### config.mk
export PLATFORM = sky130hd
export DESIGN_NAME = serv_top
export DESIGN_NICKNAME = d
export VERILOG_FILES = /design/src/serv_pkg.sv /design/src/serv_state.sv /design/src/serv_decode.sv /design/src/serv_ctrl.sv /design/src/serv_alu.sv /design/src/serv_top.sv
export VERILOG_INCLUDE_DIRS = /design/src
export SDC_FILE = /design/constraint.sdc
export NUM_CORES = 1
export LEC_CHECK = 0
export ABC_CLOCK_PERIOD_IN_PS = 2750
export BUFFER_PORTS_ARGS = -buffer_cell sky130_fd_sc_hd__buf_2
export CAP_MARGIN = 10
export CORE_MARGIN = 4
export CORE_UTILIZATION = 40
export DETAILED_ROUTE_END_ITERATION = 10
export HOLD_SLACK_MARGIN = 0.06
export SETUP_SLACK_MARGIN = 0.5
export SYNTH_ARGS = -nofsm -noshare
export SYNTH_HDL_FRONTEND = slang
export SYNTH_HIERARCHICAL = 1
export SYNTH_SLANG_ARGS = --single-unit
### constraint.sdc
create_clock -name clk -period 2.75 [get_ports clk]
set_clock_uncertainty 0.1 [all_clocks]
set_input_delay 0.55 -clock clk [delete_from_list [all_inputs] [get_ports clk]]
set_output_delay 0.55 -clock clk [all_outputs]
set_load 0.05 [all_outputs]
### src/serv_cfg.svh
`ifndef SERV_CFG_SVH
`define SERV_CFG_SVH

`define SERV_XLEN     32
`define SERV_REG_AW   5
`define SERV_CNT_W    5
`define SERV_RESET_PC 32'h0000_0000

// Major opcodes of the kept instructions
`define SERV_OPC_OP    7'b0110011
`define SERV_OPC_OPIMM 7'b0010011
`define SERV_OPC_LUI   7'b0110111
`define SERV_OPC_AUIPC 7'b0010111

`define SERV_F3_ADD 3'b000
`define SERV_F3_XOR 3'b100
`define SERV_F3_OR  3'b110
`define SERV_F3_AND 3'b111

`define SERV_OPA_RS1  2'd0
`define SERV_OPA_PC   2'd1
`define SERV_OPA_ZERO 2'd2

// Low two bits of funct3
`define SERV_BOOL_XOR 2'b00
`define SERV_BOOL_OR  2'b10
`define SERV_BOOL_AND 2'b11

`endif

### src/serv_pkg.sv
`default_nettype none

`include "serv_cfg.svh"

package serv_pkg;

   // Fetched instruction word
   typedef logic [`SERV_XLEN-1:0] instr_t;

   // Fetch address and PC
   typedef logic [`SERV_XLEN-1:0] pc_t;

   typedef logic [`SERV_REG_AW-1:0] reg_addr_t;

   // Bit position within the serial run
   typedef logic [`SERV_CNT_W-1:0] cnt_t;

   // Operand A source as a SERV_OPA_* code
   typedef logic [1:0] op_a_sel_t;

   // Boolean unit function as a SERV_BOOL_* code
   typedef logic [1:0] bool_op_t;

   // One instruction in flight
   typedef enum logic [1:0] {
      FETCH,
      RF_REQ,
      RF_WAIT,
      RUN
   } state_t;

endpackage

`default_nettype wire

### src/serv_state.sv
`timescale 1ns/10ps
`default_nettype none

module serv_state (
   input  logic clk,
   input  logic i_rst_n,
   input  logic i_ibus_ack,
   input  logic i_rf_ready,
   input  logic i_rd_write,
   output logic o_ibus_cyc,
   output logic o_rf_rreq,
   output logic o_wen0,
   output logic o_cnt_en,
   output logic o_cnt0,
   output logic o_cnt2
);

   import serv_pkg::*;

   state_t state;
   state_t state_nxt;
   cnt_t   cnt;
   logic   run;
   logic   cnt_last;

   assign run      = (state == RUN);
   assign cnt_last = (cnt == '1);

   always_comb begin
      state_nxt = state;
      case (state)
         FETCH: begin
            if (o_ibus_cyc && i_ibus_ack) begin
               state_nxt = RF_REQ;
            end
         end
         RF_REQ: begin
            state_nxt = RF_WAIT;
         end
         RF_WAIT: begin
            if (i_rf_ready) begin
               state_nxt = RUN;
            end
         end
         RUN: begin
            if (cnt_last) begin
               state_nxt = FETCH;
            end
         end
         default: begin
            state_nxt = FETCH;
         end
      endcase
   end

   // Bus cycle is registered so it stays low through reset
   always_ff @(posedge clk or negedge i_rst_n) begin
      if (!i_rst_n) begin
         state      <= FETCH;
         o_ibus_cyc <= 1'b0;
         cnt        <= '0;
      end else begin
         state      <= state_nxt;
         o_ibus_cyc <= (state_nxt == FETCH);
         if (run) begin
            cnt <= cnt + 1'b1;
         end
      end
   end

   // Single request cycle right after the acknowledge
   assign o_rf_rreq = (state == RF_REQ);

   assign o_cnt_en = run;
   assign o_cnt0   = run && (cnt == cnt_t'(0));
   assign o_cnt2   = run && (cnt == cnt_t'(2));

   assign o_wen0 = run && i_rd_write;

endmodule

`default_nettype wire

### src/serv_decode.sv
`timescale 1ns/10ps
`default_nettype none

`include "serv_cfg.svh"

module serv_decode (
   input  logic                 clk,
   input  logic                 i_rst_n,
   input  logic                 i_ibus_ack,
   input  serv_pkg::instr_t     i_ibus_rdt,
   input  logic                 i_cnt_en,
   output serv_pkg::reg_addr_t  o_rs1_addr,
   output serv_pkg::reg_addr_t  o_rs2_addr,
   output serv_pkg::reg_addr_t  o_rd_addr,
   output logic                 o_rd_write,
   output logic                 o_imm,
   output logic                 o_op_b_imm,
   output serv_pkg::op_a_sel_t  o_op_a_sel,
   output logic                 o_alu_sub,
   output logic                 o_alu_bool,
   output serv_pkg::bool_op_t   o_bool_op
);

   import serv_pkg::*;

   logic [6:0] opcode;
   logic [2:0] funct3;
   logic [6:0] funct7;
   reg_addr_t  rd_field;
   logic       f3_arith;
   logic       is_op;
   logic       is_opimm;
   logic       is_lui;
   logic       is_auipc;
   logic       utype;
   op_a_sel_t  op_a_nxt;
   instr_t     imm_fmt;
   instr_t     imm_sr;

   assign opcode   = i_ibus_rdt[6:0];
   assign funct3   = i_ibus_rdt[14:12];
   assign funct7   = i_ibus_rdt[31:25];
   assign rd_field = i_ibus_rdt[11:7];

   assign f3_arith = (funct3 == `SERV_F3_ADD) || (funct3 == `SERV_F3_XOR) ||
                     (funct3 == `SERV_F3_OR)  || (funct3 == `SERV_F3_AND);

   // Only funct7 of zero, or SUB, is a kept register-register op
   assign is_op    = (opcode == `SERV_OPC_OP) && f3_arith &&
                     ((funct7 == 7'h00) ||
                      ((funct7 == 7'h20) && (funct3 == `SERV_F3_ADD)));
   assign is_opimm = (opcode == `SERV_OPC_OPIMM) && f3_arith;
   assign is_lui   = (opcode == `SERV_OPC_LUI);
   assign is_auipc = (opcode == `SERV_OPC_AUIPC);
   assign utype    = is_lui || is_auipc;

   always_comb begin
      if (is_auipc) begin
         op_a_nxt = `SERV_OPA_PC;
      end else if (is_lui) begin
         op_a_nxt = `SERV_OPA_ZERO;
      end else begin
         op_a_nxt = `SERV_OPA_RS1;
      end
   end

   // U-type upper 20 bits, else sign-extended I-type
   assign imm_fmt = utype ? {i_ibus_rdt[31:12], 12'b0} :
                            {{20{i_ibus_rdt[31]}}, i_ibus_rdt[31:20]};

   always_ff @(posedge clk or negedge i_rst_n) begin
      if (!i_rst_n) begin
         o_rd_write <= 1'b0;
         o_op_b_imm <= 1'b0;
         o_op_a_sel <= `SERV_OPA_RS1;
         o_alu_sub  <= 1'b0;
         o_alu_bool <= 1'b0;
         o_bool_op  <= `SERV_BOOL_XOR;
      end else if (i_ibus_ack) begin
         o_rd_write <= (is_op || is_opimm || utype) && (rd_field != '0);
         o_op_b_imm <= !is_op;
         o_op_a_sel <= op_a_nxt;
         o_alu_sub  <= is_op && i_ibus_rdt[30] && (funct3 == `SERV_F3_ADD);
         o_alu_bool <= (is_op || is_opimm) && (funct3 != `SERV_F3_ADD);
         o_bool_op  <= funct3[1:0];
      end
   end

   always_ff @(posedge clk) begin
      if (i_ibus_ack) begin
         o_rs1_addr <= i_ibus_rdt[19:15];
         o_rs2_addr <= i_ibus_rdt[24:20];
         o_rd_addr  <= rd_field;
         imm_sr     <= imm_fmt;
      end else if (i_cnt_en) begin
         imm_sr <= {1'b0, imm_sr[`SERV_XLEN-1:1]};
      end
   end

   assign o_imm = imm_sr[0];

endmodule

`default_nettype wire

### src/serv_ctrl.sv
`timescale 1ns/10ps
`default_nettype none

`include "serv_cfg.svh"

module serv_ctrl #(
   parameter serv_pkg::pc_t RESET_PC = `SERV_RESET_PC
) (
   input  logic          clk,
   input  logic          i_rst_n,
   input  logic          i_cnt_en,
   input  logic          i_cnt0,
   input  logic          i_cnt2,
   output logic          o_pc_bit,
   output serv_pkg::pc_t o_ibus_adr
);

   import serv_pkg::*;

   pc_t  pc;
   logic carry;
   logic carry_in;
   logic inc_bit;
   logic sum;

   // The constant 4 is a single one at bit 2
   assign inc_bit  = i_cnt2;
   assign carry_in = carry && !i_cnt0;
   assign sum      = pc[0] ^ inc_bit ^ carry_in;

   // Rotates once per run cycle and ends up holding pc+4
   always_ff @(posedge clk or negedge i_rst_n) begin
      if (!i_rst_n) begin
         pc    <= RESET_PC;
         carry <= 1'b0;
      end else if (i_cnt_en) begin
         pc    <= {sum, pc[`SERV_XLEN-1:1]};
         carry <= (pc[0] && inc_bit) || (carry_in && (pc[0] ^ inc_bit));
      end
   end

   assign o_pc_bit   = pc[0];
   assign o_ibus_adr = pc;

endmodule

`default_nettype wire

### src/serv_alu.sv
`timescale 1ns/10ps
`default_nettype none

`include "serv_cfg.svh"

module serv_alu (
   input  logic                clk,
   input  logic                i_rst_n,
   input  logic                i_cnt_en,
   input  logic                i_cnt0,
   input  logic                i_rs1,
   input  logic                i_rs2,
   input  logic                i_imm,
   input  logic                i_pc,
   input  logic                i_op_b_imm,
   input  serv_pkg::op_a_sel_t i_op_a_sel,
   input  logic                i_sub,
   input  logic                i_bool,
   input  serv_pkg::bool_op_t  i_bool_op,
   output logic                o_rd
);

   import serv_pkg::*;

   logic op_a;
   logic op_b;
   logic carry;
   logic carry_in;
   logic sum;
   logic bool_res;

   always_comb begin
      case (i_op_a_sel)
         `SERV_OPA_RS1: op_a = i_rs1;
         `SERV_OPA_PC:  op_a = i_pc;
         default:       op_a = 1'b0;
      endcase
   end

   // Subtraction as a + ~b + 1
   assign op_b     = (i_op_b_imm ? i_imm : i_rs2) ^ i_sub;
   assign carry_in = i_cnt0 ? i_sub : carry;
   assign sum      = op_a ^ op_b ^ carry_in;

   always_ff @(posedge clk or negedge i_rst_n) begin
      if (!i_rst_n) begin
         carry <= 1'b0;
      end else if (i_cnt_en) begin
         carry <= (op_a && op_b) || (carry_in && (op_a ^ op_b));
      end
   end

   always_comb begin
      case (i_bool_op)
         `SERV_BOOL_XOR: bool_res = op_a ^ op_b;
         `SERV_BOOL_OR:  bool_res = op_a | op_b;
         `SERV_BOOL_AND: bool_res = op_a & op_b;
         default:        bool_res = 1'b0;
      endcase
   end

   assign o_rd = i_bool ? bool_res : sum;

endmodule

`default_nettype wire

### src/serv_top.sv
`timescale 1ns/10ps
`default_nettype none

`include "serv_cfg.svh"

module serv_top #(
   parameter serv_pkg::pc_t RESET_PC = `SERV_RESET_PC
) (
   input  logic                clk,
   input  logic                i_rst_n,
   // Instruction bus
   output serv_pkg::pc_t       o_ibus_adr,
   output logic                o_ibus_cyc,
   input  serv_pkg::instr_t    i_ibus_rdt,
   input  logic                i_ibus_ack,
   // Register file
   output logic                o_rf_rreq,
   input  logic                i_rf_ready,
   output serv_pkg::reg_addr_t o_rreg0,
   output serv_pkg::reg_addr_t o_rreg1,
   input  logic                i_rdata0,
   input  logic                i_rdata1,
   output serv_pkg::reg_addr_t o_wreg0,
   output logic                o_wen0,
   output logic                o_wdata0
);

   import serv_pkg::*;

   logic      cnt_en;
   logic      cnt0;
   logic      cnt2;
   logic      rd_write;
   logic      imm;
   logic      op_b_imm;
   op_a_sel_t op_a_sel;
   logic      alu_sub;
   logic      alu_bool;
   bool_op_t  bool_op;
   logic      pc_bit;

   serv_state u_state (
      .clk        (clk        ),
      .i_rst_n    (i_rst_n    ),
      .i_ibus_ack (i_ibus_ack ),
      .i_rf_ready (i_rf_ready ),
      .i_rd_write (rd_write   ),
      .o_ibus_cyc (o_ibus_cyc ),
      .o_rf_rreq  (o_rf_rreq  ),
      .o_wen0     (o_wen0     ),
      .o_cnt_en   (cnt_en     ),
      .o_cnt0     (cnt0       ),
      .o_cnt2     (cnt2       )
   );

   serv_decode u_decode (
      .clk        (clk        ),
      .i_rst_n    (i_rst_n    ),
      .i_ibus_ack (i_ibus_ack ),
      .i_ibus_rdt (i_ibus_rdt ),
      .i_cnt_en   (cnt_en     ),
      .o_rs1_addr (o_rreg0    ),
      .o_rs2_addr (o_rreg1    ),
      .o_rd_addr  (o_wreg0    ),
      .o_rd_write (rd_write   ),
      .o_imm      (imm        ),
      .o_op_b_imm (op_b_imm   ),
      .o_op_a_sel (op_a_sel   ),
      .o_alu_sub  (alu_sub    ),
      .o_alu_bool (alu_bool   ),
      .o_bool_op  (bool_op    )
   );

   serv_ctrl #(
      .RESET_PC (RESET_PC)
   ) u_ctrl (
      .clk        (clk        ),
      .i_rst_n    (i_rst_n    ),
      .i_cnt_en   (cnt_en     ),
      .i_cnt0     (cnt0       ),
      .i_cnt2     (cnt2       ),
      .o_pc_bit   (pc_bit     ),
      .o_ibus_adr (o_ibus_adr )
   );

   serv_alu u_alu (
      .clk        (clk        ),
      .i_rst_n    (i_rst_n    ),
      .i_cnt_en   (cnt_en     ),
      .i_cnt0     (cnt0       ),
      .i_rs1      (i_rdata0   ),
      .i_rs2      (i_rdata1   ),
      .i_imm      (imm        ),
      .i_pc       (pc_bit     ),
      .i_op_b_imm (op_b_imm   ),
      .i_op_a_sel (op_a_sel   ),
      .i_sub      (alu_sub    ),
      .i_bool     (alu_bool   ),
      .i_bool_op  (bool_op    ),
      .o_rd       (o_wdata0   )
   );

endmodule

`default_nettype wire

-- After elaboration in Yosys (flattened, before gate mapping)
Cells that the tools add are included.
- bitwise logic cells: 7
- add/sub/neg operators: 1
- mux-type cells: 14
- equality and inequality tests: 16
- reduce and logical (&&, ||, !) cells: 38
- operators with widths (operator ; number):
    $mux W32 ; 2
    $mux W31 ; 1
    $eq A7 B6 Y1 const B ; 3
    $logic_and A1 B1 Y1 ; 17
    $eq A7 B5 Y1 const B ; 2
    $mux W2 ; 5
    $eq A3 B3 Y1 const B ; 3
    $logic_or A1 B1 Y1 ; 9
    $eq A2 B2 Y1 const B ; 4
    $logic_not A2 Y1 ; 4
    $pmux W2 S4 ; 1
    $logic_not A7 Y1 ; 1
    $add A5 B1 Y5 const B ; 1
    $eq A5 B2 Y1 const B ; 1
    $eq A5 B5 Y1 const B ; 1
    $logic_not A5 Y1 ; 1
    $reduce_bool A5 Y1 ; 1
    $xor A1 B1 Y1 ; 5
    $eq A2 B1 Y1 const B ; 2
    $logic_not A3 Y1 ; 1
    $mux W1 ; 3
    $pmux W1 S3 ; 1
    $reduce_bool A3 Y1 ; 1
    $logic_not A1 Y1 ; 2
    other kinds (4) ; 4
- word-level logic and storage cells: 92
- output and inout port bits: 51
- bits of input ports: 38
- register bits after elaboration: 97

-- Logic depth before layout (Yosys ltp)
- depth after elaboration: 9
- gate-level depth with buffers: 7

-- Cells and area by module
The synthesis kept the hierarchy.
- modules (own cells, without submodules) (module ; seq. area each (µm²) ; instances ; cells an instance ; area an instance (µm²)):
    serv_decode ; 1611.5 ; 1 ; 184 ; 2294.7
    serv_ctrl ; 825.8 ; 1 ; 78 ; 1405.1
    serv_state ; 200.2 ; 1 ; 39 ; 434.2
    serv_alu ; 25.0 ; 1 ; 19 ; 161.4

-- Worst setup path before layout
No wires, ideal clock.
- kind: flip-flop to output port
- start point: reg u_state.cnt[2]
- end point: out o_wdata0
- data arrival time: 2.335 ns
- path slack: -0.235 ns
- stages on the path, launching flop included: 6
- data required time: 2.100 ns
- cell sequence: dfrtp_1 > nor4_2 > and2_1 > mux2i_1 > fa_1 > o221ai_1
- word-level cells in the longest chain between the ends: 5
- ends and longest elaborated chain (what ; line ; RTL):
    start, declared ; serv_state.sv:22 ; cnt_t cnt;
    start signal, assigned ; serv_state.sv:66 ; cnt <= cnt + 1'b1;
    $logic_not A5 Y1 ; serv_state.sv:75 ; assign o_cnt0 = run && (cnt == cnt_t'(0));
    $logic_and A1 B1 Y1 ; serv_state.sv:75 ;
    named net cnt0 ; serv_top.sv:31 ; logic cnt0;
    $mux W1 ; serv_alu.sv:42 ; assign carry_in = i_cnt0 ? i_sub : carry;
    $xor A1 B1 Y1 ; serv_alu.sv:43 ; assign sum = op_a ^ op_b ^ carry_in;
    $mux W1 ; serv_alu.sv:62 ; assign o_rd = i_bool ? bool_res : sum;
    end, declared ; serv_top.sv:25 ; output logic o_wdata0
The timed path passes the listed nets, and every way through them passes these cells.

-- Final worst setup path
Same ends and word-level chain as after synthesis.

==> run_results.csv <==
group,metric,value,unit
setup_path,critPathMaxStageDelay,0.49,ns
timing,holdWs,0.120,ns
finish,area.growth.synth_to_final,20.2,%
placement,gp_congestion,0.729,
floorplan,die_h,112,um
cts,path_clk_slew,0.10,ns
drt,first_iter_violations,145,
finish,drive_above_1_share,38.9,%
cts,cts_max_level,3,
setup_path,slowest_stage,"fa_1",
timing,postLayoutSetupSlackWorst,-0.300,ns
setup_path,crit_chain,"nor4_2, and2_4, mux2i_2, fa_1, o221ai_4, buf_6",
finish,instances_no_fill,558,
setup_path,r2r_end,"u_decode/imm_sr[21]",
timing,hold_viol_final,0,
setup_path,path_buf_inv,1,
hold_path,min-delay-path-class,"in -> async",
pwr,p_clk_share,17.7,%
pwr,pwr-share-seq,41.8,%
cts,clock_latency,0.36,ns
setup_path,cp_data_arrival_time,2.40,ns
pwr,power.switching,0.00204,W
floorplan,std_cell_rows,37,
floorplan,start_util,41.4,%
placement,io_buffers,88,
finish,antenna_cells,0,
synth,ys.flop_type,"dfrtp_1",
timing,rsz0062_at_grt,"true",
placement,dp_cells,542,
cts,clock_sinks,97,
timing,setup_viol,1,
synth,syn-cell-area,0.00430,mm2
synth,synth.avg_cell_area,13.4,um2
cts,cts_tree,"built",
setup_path,endpoint_kind,"output pin",
synth,seq_area_frac_synth,62.0,%
pwr,power.density,993,mW/mm2
floorplan,ios,89,
drt,ant_nets,0,
setup_path,startpoint,"u_state/cnt[2]",
grt,grt_overflow,0,
grt,grt_first_pass_wirelength,14800,um
synth,syn_nets,366,
placement,dp_slack,-0.0431,ns
drt,routed_wl,8900,um
grt,antenna_found_initial,0,
drt,routedWlPerCell,15.9,um
timing,finalMaxSlewViolations,0,
synth,synth_cells,320,
pwr,p_comb_share,40.5,%
setup_path,worstRegToRegCells,5,
synth,synth_edf_count,47,
synth,synth_cell_types,48,
placement,post-dp-hpwl,6230,um
synth,ys_ff_latch,97,
timing,fmax,0.328,GHz
drt,vias,2810,
timing,period_share,111,%
drt,dr.pass1.iters,4,
cts,clock_path_buffers,2,
finish,fin_nets,463,
timing,slew_headroom,53.4,%
synth,ys_async_sr_fraction,51.5,%
setup_path,crit_type,"reg -> out",
pwr,power.internal,0.00308,W
grt,gr-usage-all-layers,14.8,%
drt,via_per_inst,5.04,
setup_path,cp-start-kind,"register",
cts,ctsHoldBuffers,0,
setup_path,ff2ff_setup_slack,0.89,ns
pwr,switching_share,39.9,%
setup_path,cp_max_fo,2,
status,status,"complete, but fails checks",
timing,tightest_slew,0.699,ns
grt,grt_max_degree,47,
floorplan,fp.dieW,112,um
pwr,p_leak,2.40,nW
synth,ys_warn_count,6,
pwr,peakVddDrop,0.511,mV
job,cap_viol_max_count,0,
setup_path,crit_required,2.10,ns
grt,first_global_vias,2897,
setup_path,r2r_start,"u_state/state[0]",
cts,cts_root_buf,"clkbuf_8",
timing,min_period,3.05,ns
setup_path,critPathTopFamily,"simple AND/OR/NAND/NOR gates",
status,failed_checks,"negative setup slack",
drt,drc,0,
cts,cts_buffers,9,
floorplan,die_area,0.0125,mm2
floorplan,core_area,0.0104,mm2
[worst register-to-register path: cells and delay by family (launching register included)]
kind	cells	cell delay (ns)
flops	1	0.40
buf+inv	3	0.53
simple gates	2	0.58
[how the worst max path moves through the flow]
stage | to | slack, ns | depth (start not counted)
after floorplan | o_wdata0 | 0.17 | 5
after global placement | o_wdata0 | -0.02 | 7
after detailed placement | o_wdata0 | -0.04 | 7
after CTS | o_wdata0 | -0.32 | 6
after global routing | o_wdata0 | -0.43 | 6
final | o_wdata0 | -0.30 | 6
[power by group through the flow]
| stage | clock network (W) | registers, W | logic (W) |
|---|---|---|---|
| global route | 0.000992 | 0.00219 | 0.00222 |
| detailed placement | 0 | 0.00217 | 0.00206 |
| floorplan | 0 | 0.00274 | 0.00104 |
| CTS | 0.000948 | 0.00214 | 0.00209 |
| finish | 0.000908 | 0.00214 | 0.00207 |
| global placement | 0 | 0.00215 | 0.00203 |
[state kept, by name, summed over array words and instances, names as in the netlist]
name	flops
u_decode/o_op_b_imm	1
u_alu/carry	1
u_state/state	2
u_state/o_ibus_cyc	1
u_decode/o_rd_write	1
u_decode/o_alu_bool	1
u_decode/o_alu_sub	1
u_decode/o_rs2_addr	5
u_ctrl/o_ibus_adr	32
u_state/cnt	5
u_decode/o_rs1_addr	5
u_decode/imm_sr	32
u_decode/o_bool_op	2
u_ctrl/carry	1
u_decode/o_rd_addr	5
u_decode/o_op_a_sel	2
[logic make-up (layout without fill, tap and decap cells)]
logic type / count (synthesis) / in the layout / synth area share [%]
mux: 38 / 38 / 12.1
buf+inv: 31 / 133 / 4.25
flops: 97 / 97 / 62.0
compound gates: 67 / 67 / 9.73
fa+ha+maj: 8 / 8 / 2.68
simple gates: 75 / 75 / 8.27
xor+xnor: 4 / 4 / 0.991
[repair_timing]
action | CTS | global route
hold endpoints to repair | 0 | 0
setup endpoints to repair | 1 | 1
setup buffers | 0 | 0
gates resized for setup | 2 | 2
[cells in the mapped netlist (2+ instances only)]
cell type,count,area (um2)
a211o_1,2,17.5
a21oi_1,41,205
a22o_1,2,17.5
and2_1,3,18.8
and3_1,2,12.5
buf_12,2,40.0
buf_2,5,25.0
clkbuf_1,9,33.8
dfrtp_1,50,1250
edfxtp_1,47,1410
fa_1,2,40.0
ha_1,6,75.1
inv_1,11,41.3
mux2_2,7,78.8
mux2_4,26,390
mux2i_1,5,50.1
nand2_1,24,90.1
nand3_1,2,10.0
nor2_1,30,113
nor3_1,2,10.0
o21ai_0,2,10.0
o2bb2ai_1,12,105
xnor2_1,3,26.3
[routing by layer]
metal / vias to the layer above / part of all wire, % / track usage [%]
met4: 0 / 1.9 / 6.49
li1: 1338 / - / -
met3: 14 / 6.2 / 3.86
met2: 81 / 46 / 22.5
met5: - / 0 / 0
met1: 1377 / 46 / 20.1
[stage by stage]
step           utilization (%)  power [W]  setup TNS (ns)  instance area (um2)
4_1_cts                   49.7    0.00518          -0.323                 5150
5_1_grt                   49.8    0.00541          -0.431                 5160
3_5_place_dp              47.7    0.00423         -0.0431                 4950
2_1_floorplan                -    0.00378               0                 4310
3_3_place_gp              47.7    0.00418         -0.0197                 4950
6_report                  49.8    0.00513          -0.300                 5160
[layout by cell type (no fill, tap or decap), types with 6 or more instances in the layout]
cell,Yosys,layout
nor2_1,30,30
a21oi_1,41,41
nand2_1,24,24
buf_4,1,15
mux2_2,7,7
mux2_4,26,26
clkbuf_8,0,9
buf_2,5,87
dfrtp_1,50,50
edfxtp_1,47,47
o2bb2ai_1,12,12
ha_1,6,6
inv_1,11,11
[layout make-up]
| class | count | area [um2] |
|---|---|---|
| Clock inverter | 6 | 48.8 |
| Clock buffer | 10 | 149 |
| Multi-Input combinational cell | 192 | 1480 |
| Timing Repair Buffer | 105 | 599 |
| Fill cell | 938 | 5210 |
| Sequential cell | 97 | 2660 |
| Inverter | 12 | 50.0 |
| Tap cell | 136 | 170 |
No activity file was read; power rests on OpenSTA's default activity.
